<file path="src/mesh_router_pkg.sv">
package mesh_router_pkg;

    // ----------------------------------------------------------
    // Mesh geometry
    // ----------------------------------------------------------

    localparam int COORD_WIDTH = 4;          // Up to 16 nodes per axis
    localparam int NUM_PORTS   = 5;          // Local port plus four neighbours

    typedef logic [COORD_WIDTH-1:0]   coord_t;      // One axis position
    typedef logic [2*COORD_WIDTH-1:0] node_addr_t;  // {y, x}

    // ----------------------------------------------------------
    // Beat format
    // ----------------------------------------------------------

    // One symbol per beat, head beat payload is the destination
    typedef logic [7:0] flit_data_t;

    typedef struct packed {
        flit_data_t data;   // Payload or destination address
        logic       sop;    // First beat of packet
        logic       eop;    // Last beat of packet
    } flit_t;

    // ----------------------------------------------------------
    // Output port selection
    // ----------------------------------------------------------

    // Encoding doubles as the output port index
    typedef enum logic [2:0] {
        HERE  = 3'd0,
        NORTH = 3'd1,
        SOUTH = 3'd2,
        EAST  = 3'd3,
        WEST  = 3'd4
    } direction_t;

    typedef logic [NUM_PORTS-1:0] port_mask_t;  // One bit per output port

endpackage

</file>
<file path="src/route_compute.sv">
`timescale 1ns/1ps

module route_compute import mesh_router_pkg::*; (
    input  logic       clk,
    input  logic       reset_n,
    input  node_addr_t node_addr,   // Strapped position of this node
    input  flit_data_t head_data,   // Payload of the incoming beat
    input  logic       head,        // Accepted beat is a packet head
    output direction_t route_dir
);

    coord_t     node_y;
    coord_t     node_x;
    coord_t     dest_y;
    coord_t     dest_x;
    direction_t decision;           // Fresh result for the current beat
    direction_t packet_dir;         // Held for the rest of the packet

    // High half is y, low half is x
    always_comb begin
        {node_y, node_x} = node_addr;
        {dest_y, dest_x} = head_data;
    end

    // ----------------------------------------------------------
    // Dimension-ordered decision, origin at the top left
    // ----------------------------------------------------------
    always_comb begin
        if (dest_y == node_y && dest_x == node_x) begin
            decision = HERE;        // Arrived
        end else if (dest_y < node_y) begin
            decision = NORTH;
        end else if (dest_x > node_x) begin
            decision = EAST;
        end else if (dest_y > node_y) begin
            decision = SOUTH;
        end else begin
            decision = WEST;        // Same row, smaller x
        end
    end

    // Only a head beat updates the packet direction
    always_ff @(posedge clk) begin
        if (!reset_n) begin
            packet_dir <= HERE;
        end else if (head) begin
            packet_dir <= decision;
        end
    end

    // Head beat uses its own decision, body beats the held one
    assign route_dir = head ? decision : packet_dir;

endmodule

</file>
<file path="src/packet_fsm.sv">
`timescale 1ns/1ps

module packet_fsm import mesh_router_pkg::*; (
    input  logic clk,
    input  logic reset_n,
    input  logic accept,        // Beat transfers this cycle
    input  logic sop,
    input  logic eop,
    output logic head,          // Accepted beat opens a packet
    output logic keep,          // Accepted beat goes to the output stage
    output logic framing_error  // One-cycle pulse after a bad beat
);

    typedef enum logic {
        IDLE,
        IN_PACKET
    } state_t;

    state_t state;
    state_t state_next;
    logic   bad_beat;

    // ----------------------------------------------------------
    // Accept-side decode
    // ----------------------------------------------------------

    // Any sop starts a packet, even inside an open one
    assign head = accept && sop;

    // Outside a packet only a head is kept
    assign keep = accept && (sop || state == IN_PACKET);

    always_comb begin
        bad_beat = 1'b0;
        if (accept) begin
            case (state)
                IDLE:      bad_beat = !sop;  // Stray beat, dropped
                IN_PACKET: bad_beat = sop;   // Restart of open packet
                default:   bad_beat = 1'b0;
            endcase
        end
    end

    // Next state
    always_comb begin
        state_next = state;
        if (keep) begin
            // Closing beat ends the packet, anything else leaves it open
            state_next = eop ? IDLE : IN_PACKET;
        end
    end

    // ----------------------------------------------------------
    // State and error pulse
    // ----------------------------------------------------------
    always_ff @(posedge clk) begin
        if (!reset_n) begin
            state         <= IDLE;
            framing_error <= 1'b0;
        end else begin
            state         <= state_next;
            framing_error <= bad_beat;  // Clears itself next cycle
        end
    end

endmodule

</file>
<file path="src/beat_counter.sv">
`timescale 1ns/1ps

module beat_counter import mesh_router_pkg::*; #(
    parameter int PACKET_BEATS = 7
) (
    input  logic clk,
    input  logic reset_n,
    input  logic accept,
    input  logic keep,
    input  logic head,
    input  logic eop,
    output logic length_error   // One-cycle pulse after a bad-length eop
);

    // Room for PACKET_BEATS + 1 so an overlong packet never wraps to a match
    localparam int COUNT_WIDTH = $clog2(PACKET_BEATS + 2);

    localparam logic [COUNT_WIDTH-1:0] COUNT_MAX = '1;
    localparam logic [COUNT_WIDTH-1:0] EXPECTED  = COUNT_WIDTH'(PACKET_BEATS);

    logic                   kept;       // Beat reaches the output stage
    logic [COUNT_WIDTH-1:0] count;      // Beats of the open packet so far
    logic [COUNT_WIDTH-1:0] beat_total; // Count including this beat

    assign kept = accept && keep;

    // Head restarts at one, other beats add one up to the ceiling
    always_comb begin
        if (head) begin
            beat_total = COUNT_WIDTH'(1);
        end else if (count == COUNT_MAX) begin
            beat_total = COUNT_MAX;
        end else begin
            beat_total = count + 1'b1;
        end
    end

    always_ff @(posedge clk) begin
        if (!reset_n) begin
            count        <= '0;
            length_error <= 1'b0;
        end else begin
            length_error <= kept && eop && (beat_total != EXPECTED);
            if (kept) begin
                count <= beat_total;
            end
        end
    end

endmodule

</file>
<file path="src/route_stage.sv">
`timescale 1ns/1ps

module route_stage import mesh_router_pkg::*; (
    input  logic       clk,
    input  logic       reset_n,

    // Upstream side
    input  logic       in_valid,
    input  flit_t      in_flit,
    input  logic       keep,        // Load this beat, else consume and drop
    input  direction_t route_dir,   // Port for the incoming beat
    output logic       in_ready,
    output logic       accept,      // Beat transfers on the input

    // Downstream side
    output port_mask_t out_valid,   // At most one bit set
    input  port_mask_t out_ready,
    output flit_t      out_flit     // Shared by all five ports
);

    logic       full;               // Stage holds a beat
    flit_t      held_flit;
    direction_t held_dir;           // Port the held beat leaves on
    logic       port_ready;         // Selected port can take the beat
    logic       leaving;            // Held beat transfers this cycle
    logic       load;

    // ----------------------------------------------------------
    // Handshake
    // ----------------------------------------------------------

    // Only the port selected by the held beat matters
    assign port_ready = out_ready[held_dir];

    // Empty, or the current beat leaves in this same cycle
    assign in_ready = !full || port_ready;

    assign accept  = in_valid && in_ready;
    assign leaving = full && port_ready;
    assign load    = accept && keep;        // Dropped beats leave no trace

    // ----------------------------------------------------------
    // Control state
    // ----------------------------------------------------------
    always_ff @(posedge clk) begin
        if (!reset_n) begin
            full     <= 1'b0;
            held_dir <= HERE;
        end else if (load) begin
            full     <= 1'b1;                   // Refill wins over drain
            held_dir <= route_dir;
        end else if (leaving) begin
            full     <= 1'b0;
        end
    end

    // Payload register
    always_ff @(posedge clk) begin
        if (load) begin
            held_flit <= in_flit;
        end
    end

    // ----------------------------------------------------------
    // Steering
    // ----------------------------------------------------------

    // Held direction decoded one-hot, nothing when empty
    always_comb begin
        out_valid = '0;
        for (int p = 0; p < NUM_PORTS; p++) begin
            out_valid[p] = full && (held_dir == direction_t'(p));
        end
    end

    assign out_flit = held_flit;    // Qualified by out_valid

endmodule

</file>
<file path="src/mesh_router.sv">
`timescale 1ns/1ps

module mesh_router import mesh_router_pkg::*; #(
    parameter int PACKET_BEATS = 7
) (
    input  logic       clk,
    input  logic       reset_n,
    input  node_addr_t node_addr,   // Strapped {y, x} of this node

    // Input channel
    input  logic       in_valid,
    output logic       in_ready,
    input  flit_t      in_flit,

    // Five output ports over one shared flit bus
    output port_mask_t out_valid,
    input  port_mask_t out_ready,
    output flit_t      out_flit,

    // Error pulses
    output logic       length_error,
    output logic       framing_error
);

    logic       accept;     // Input transfer
    logic       head;       // Accepted beat carries sop
    logic       keep;       // Accepted beat is forwarded
    direction_t route_dir;

    // ----------------------------------------------------------
    // Routing decision
    // ----------------------------------------------------------
    route_compute route_compute_i (
        .clk       (clk),
        .reset_n   (reset_n),
        .node_addr (node_addr),
        .head_data (in_flit.data),
        .head      (head),
        .route_dir (route_dir)
    );

    // Framing and length checks
    packet_fsm packet_fsm_i (
        .clk           (clk),
        .reset_n       (reset_n),
        .accept        (accept),
        .sop           (in_flit.sop),
        .eop           (in_flit.eop),
        .head          (head),
        .keep          (keep),
        .framing_error (framing_error)
    );

    beat_counter #(
        .PACKET_BEATS (PACKET_BEATS)
    ) beat_counter_i (
        .clk          (clk),
        .reset_n      (reset_n),
        .accept       (accept),
        .keep         (keep),
        .head         (head),
        .eop          (in_flit.eop),
        .length_error (length_error)
    );

    // ----------------------------------------------------------
    // Output register and port steering
    // ----------------------------------------------------------
    route_stage route_stage_i (
        .clk       (clk),
        .reset_n   (reset_n),
        .in_valid  (in_valid),
        .in_flit   (in_flit),
        .keep      (keep),
        .route_dir (route_dir),
        .in_ready  (in_ready),
        .accept    (accept),
        .out_valid (out_valid),
        .out_ready (out_ready),
        .out_flit  (out_flit)
    );

endmodule

</file>
<file path="config.mk">
export PLATFORM = sky130hd
export DESIGN_NAME = mesh_router
export DESIGN_NICKNAME = d
export VERILOG_FILES = /design/src/mesh_router_pkg.sv /design/src/route_compute.sv /design/src/packet_fsm.sv /design/src/beat_counter.sv /design/src/route_stage.sv /design/src/mesh_router.sv
export SDC_FILE = /design/constraint.sdc
export NUM_CORES = 1
export LEC_CHECK = 0
export BUFFER_PORTS_ARGS = -buffer_cell sky130_fd_sc_hd__clkbuf_2
export CORE_MARGIN = 2
export CORE_UTILIZATION = 32
export DETAILED_ROUTE_END_ITERATION = 8
export SLEW_MARGIN = 0
export SYNTH_ARGS = -nofsm -noshare
export SYNTH_HDL_FRONTEND = slang
export SYNTH_SLANG_ARGS = --single-unit
</file>
<file path="constraint.sdc">
create_clock -name clk -period 1.85 [get_ports clk]
set_input_delay 0.37 -clock clk [delete_from_list [all_inputs] [get_ports clk]]
set_output_delay 0.37 -clock clk [all_outputs]
set_load 0.01 [all_outputs]
</file>
# [Word-level counts from Yosys, hierarchy flattened]
# Cells that the tools add are included.
[word_totals] register_bits=24 latchBits=0 mem_bits_rw=0 romBits=0 inputBits=26 output_inout_bits=18 elab_cells=57 n_memories=0
[classes] n_addsub=1 mul=0 div=0 magnitude_cmp=4 n_eq_ne=8 n_shift=0 n_mux=13 bitwise_logic=1 n_reduce_logical=20
[op_table] op="3-bit two-way mux" n=5
[op_table] op="1-bit logical AND" n=13
[op_table] op="4-bit equality test" n=2
[op_table] op="4-bit greater-than comparator" n=2
[op_table] op="4-bit two-way mux" n=2
[op_table] op="3-bit by 2-bit equality test with 1-bit output (second input constant)" n=2
[op_table] op="4-bit by 1-bit adder with 4-bit output (second input constant)" n=1
[op_table] op="4-bit equality test (second input constant)" n=1
[op_table] op="3-bit by 4-bit < comparator with 1-bit output (second input constant)" n=1
[op_table] op="4-bit < comparator" n=1
[op_table] op="1-bit two-way mux" n=4
[op_table] op="4-bit by 3-bit != test with 1-bit output (second input constant)" n=1
[op_table] op="1-bit binary-select mux with 3-bit select" n=1
[op_table] op="3-bit by 1-bit equality test with 1-bit output (second input constant)" n=1
[op_table] op="3-bit equality test (second input constant)" n=1
[op_table] op="3-bit logical NOT" n=1
[op_table] op="1-bit logical NOT" n=2
[op_table] op="1-bit logical OR" n=2
[op_table] op="1-bit one-hot mux with 2 select lines" n=1
[op_table] op="2-bit AND reduction" n=1
[op_table] op="2-bit nonzero test" n=1
[op_table] op="1-bit inverter" n=1

# [Depth between registers and ports, before layout]
[logic_depth] word_depth=8 depth_mapped=7 ltp_nobuf=7

# [Modules after synthesis]
# From an unflattened synthesis, not the netlist that was laid out.
[hier_totals] cells_unflattened=131 hier_area_um2=1347.5
[modules_own_cells] mod="route_stage" n_inst=1 cells_each=43 area_each_um2=586.8 seq_area_each_um2=380.4
[modules_own_cells] mod="route_compute" n_inst=1 cells_each=49 area_each_um2=404.1 seq_area_each_um2=60.1
[modules_own_cells] mod="beat_counter" n_inst=1 cells_each=28 area_each_um2=250.2 seq_area_each_um2=100.1
[modules_own_cells] mod="packet_fsm" n_inst=1 cells_each=11 area_each_um2=106.4 seq_area_each_um2=40.0

# [Least setup slack after synthesis]
# OpenSTA, ideal clock, no wires.
[synth_path] path_type="input to register" startpoint="input port node_addr[1]" endpoint="register route_stage_i.held_dir[2]" setup_time_ps=86 arrival_time_ps=1722 required_time_ps=1764 path_slack_ps=43 path_stages=7 path_buffers=0 path_cell_list="inv_1 ha_1 nor2b_1 o211ai_2 nand4b_1 or3b_2 a211oi_1"
[synth_via] elab_chain_cells=5 elab_cells_between_ends=7 cone_classes="1 x order compare; 1 x eq/ne; 4 x mux; 1 x reduce/logical"
[synth_rtl] item="from (decl)" line_no="mesh_router.sv:8" text="input node_addr_t node_addr,"
[synth_rtl] item="4-bit greater-than comparator" line_no="route_compute.sv:33" text="end else if (dest_x > node_x) begin"
[synth_rtl] item="3-bit two-way mux" line_no="route_compute.sv:33"
[synth_rtl] item="3-bit two-way mux" line_no="route_compute.sv:31" text="end else if (dest_y < node_y) begin"
[synth_rtl] item="3-bit two-way mux (*)" line_no="route_compute.sv:29" text="if (dest_y == node_y && dest_x == node_x) begin"
[synth_rtl] item="3-bit two-way mux (*)" line_no="route_compute.sv:52" text="assign route_dir = head ? decision : packet_dir;"
[synth_rtl] item="to (signal assigned)" line_no="route_stage.sv:51" text="held_dir <= route_dir;"
[synth_rtl] item="to (decl)" line_no="route_stage.sv:23" text="direction_t held_dir;"
# Mark *: on every way between the ends. The rest lies on a longest branch, timed or not.
# A chain may end at the register's enable or synchronous reset.

# [Final worst setup path]
[layout_path] startpoint="register route_stage_i.held_dir[1]" endpoint="output port in_ready"
[layout_via] elab_chain_cells=3
[layout_rtl] item="1-bit binary-select mux with 3-bit select" line_no="route_stage.sv:33" text="assign port_ready = out_ready[held_dir];"
[layout_rtl] item="1-bit two-way mux (not written as such)" line_no="route_stage.sv:33"
[layout_rtl] item="1-bit logical OR" line_no="route_stage.sv:36" text="assign in_ready = !full || port_ready;"
[layout_rtl] item="to (decl)" line_no="mesh_router.sv:12" text="output logic in_ready,"
# No other way between the ends. The select of a mux whose other input is x is not followed.

==> run metrics <==
status=completed; Total Die Area=0.004672 mm^2; port bufs=43; Iter 0 DRT Violations=54; Max Cap Viol=0; fmax=0.5448 GHz; Post-synth EDFFs=10; worst vdd ir=0.3497 mV; Via Count=1231; crit start category=flip-flop; maximum fanout along the worst path=4; Reg2Reg Depth=8; initial antenna violation count=0; # rows=23; fin util=45.51%; number of diodes=0; syn_area_per_cell=10.11 um^2; GR peak layer=met2; unrepaired setup endpoints after global routing=yes; WS Path Type=reg -> out; Core Area=0.004000 mm^2; crit share post-route=99.22%; Syn Nets=167; ys async rst share=0%; placed instance count=235; hpwl dp=2454 um; Critical Path Sink Type=output port; total power=1.343 mW; fillers=400; Die H=68.35 um; Sink Count=24; ANT nets after route=0; Die W=68.35 um; Post-CTS Hold Fix Bufs=0; worst min path class=in -> reg; CTS max path bufs=2; largest net degree at the start of global routing=15; DP Worst Slack=-0.1196 ns; FF-to-FF End=route_compute_i.packet_dir[0]; area delta synth->final=37.39%; Worst Tran Pin Value=0.2859 ns; Seq/Total Area, Yosys=43.81%; count of final setup violators=0; final wirelength=3125 um; CTS tree=done; clock root buffer=clkbuf_8; met2 Resource Use GR=25.85%; final net count=230; Mapped Area=0.001325 mm^2; Cells after Synth=131; Max Transition Viols Final=0; vias in the first global route=1248; worst reg2reg setup slack=0.09 ns; WP data required=1.48 ns; setup slack after layout=0.01443 ns; TNS Setup=0 ns; initial core utilization=33.12%; vias per cell=5.066; Leakage=0.8289 nW; Reg2Reg Launch Point=route_stage_i.held_dir[1]; cts bufs inserted=3; Final Critical Period=1.836 ns; Main synth FF type=dfxtp_1; Remaining DRCs=0; Final Wtd Congestion=0.7952; Yosys reg bits=24; synth warn=0; Initial DRT Pass Iterations=4; clk_lat worst skew=0.28 ns; total grt overflow=0; CP Capture Point=in_ready; drt wl/cell=12.86 um; Layout Skew=0.01194 ns; GR Util met1=18.14%; Worst Path Arrival=1.47 ns; global-route wire length before repair=5278 um; Power Dens Cells=737.6 mW/mm^2; fraction of layout cells with a size suffix above 1=43.52%; Fin. Hold Viols=0; I/O pin count=44; max-slew headroom at the worst pin=80.92%; H-tree Lvls=1; Worst-path clk slew=0.10 ns; grt met3 use=3.289%; Unique masters post-synth=40; Total Routing Usage GR=15.01%; Cell Count, Final, Fillers Out=243; Critical Path Start=route_stage_i.held_dir[1]
[state kept, by name, indices dropped and copies added (netlist names)]
signal	flops
route_stage_i.held_dir	3
beat_counter_i.length_error	1
route_stage_i.full	1
route_compute_i.packet_dir	3
packet_fsm_i.framing_error	1
packet_fsm_i.state	1
beat_counter_i.count	4
route_stage_i.out_flit	10
[worst min path at each step]
stage                                       start                             to  slack [ns]  cells past startpoint
finish                                 in_flit[9]      route_stage_i.out_flit[9]        0.28                      1
global route                           in_flit[9]      route_stage_i.out_flit[9]        0.27                      1
CTS                                    in_flit[9]      route_stage_i.out_flit[9]        0.28                      1
detailed placement  route_compute_i.packet_dir[0]  route_compute_i.packet_dir[0]        0.46                      2
global placement    route_compute_i.packet_dir[0]  route_compute_i.packet_dir[0]        0.44                      2
floorplan           route_compute_i.packet_dir[0]  route_compute_i.packet_dir[0]        0.43                      2
[critical path, cell delays in order, from the launching register on]
cell and delay (ns):
dfxtp_4 0.39, mux2i_2 0.25, o221ai_2 0.14, buf_4 0.16, nor2_4 0.09, inv_2 0.05, clkbuf_2 0.12
[per-stage QoR]
stage	cell area [um^2]	hold slack [ns]
6_report	1821	0.2844
5_1_grt	1821	0.2741
4_1_cts	1805	0.2823
3_5_place_dp	1694	0.4564
3_3_place_gp	1694	0.4415
2_1_floorplan	1325	0.4303
[placed cells by master (no fill, tap or decap), drive strengths merged, types with 3 or more instances in the layout]
cell	count
inv	21
o31ai	4
clkbuf	46
buf	18
edfxtp	10
a211oi	3
nand3	10
and3	3
ha	10
o21ai	6
nor2	5
dfxtp	14
a21oi	9
and4	3
[report_power, final]
group	total (mW)	internal [mW]	switching, mW
sequential	0.605	0.583	0.0221
clock	0.470	0.290	0.180
combinational	0.268	0.132	0.136
total	1.34	1.00	0.338
[cell families after synthesis]
group / synth area share (%)
simple gates: 17.66
compound gates: 18.70
buf+inv: 7.932
flops: 43.82
fa+ha+maj: 9.443
mux: 1.794
xor+xnor: 0.6611
[cell usage after synthesis, types with 2 or more instances]
cell type / count / share of area [%]
o211ai_2: 2 / 1.9
a211oi_1: 3 / 1.7
a21oi_1: 8 / 3.0
nand2b_1: 2 / 0.94
nor3_1: 2 / 0.76
o221ai_2: 2 / 2.3
nand3_1: 10 / 3.8
buf_6: 2 / 1.7
inv_1: 21 / 5.9
ha_1: 10 / 9.4
edfxtp_1: 10 / 23
and4_1: 3 / 2.0
o21ai_0: 5 / 1.9
nand2_1: 2 / 0.57
a31oi_1: 2 / 0.94
dfxtp_1: 14 / 21
and3_1: 2 / 0.94
o31ai_1: 4 / 2.3
nor2_1: 5 / 1.4
nor4b_1: 2 / 1.3
[layer usage]
layer / vias to the layer above / share of wire [%]
met5: - / 0
met4: 0 / 1.5
met3: 5 / 7.9
met2: 53 / 47
met1: 563 / 43
li1: 610 / -
[area by class of cell]
| class | count | area (um^2) | share of cell area [%] |
|---|---|---|---|
| Multi-Input combinational cell | 83 | 658.1 | 36.15 |
| Sequential cell | 24 | 586.8 | 32.23 |
| Timing Repair Buffer | 61 | 362.8 | 19.93 |
| Inverter | 21 | 78.83 | 4.330 |
| Tap cell | 50 | 62.56 | 3.436 |
| Clock buffer | 3 | 41.29 | 2.268 |
| Clock inverter | 1 | 30.03 | 1.649 |
[repair_timing]
action,in CTS,in global routing
endpoints found under the hold margin,0,0
gates cloned,0,0
pin swaps,1,0
setup buffers,3,1
setup endpoints to repair,1,4
resized for setup,8,1
No activity file was read; power rests on OpenSTA's default activity.
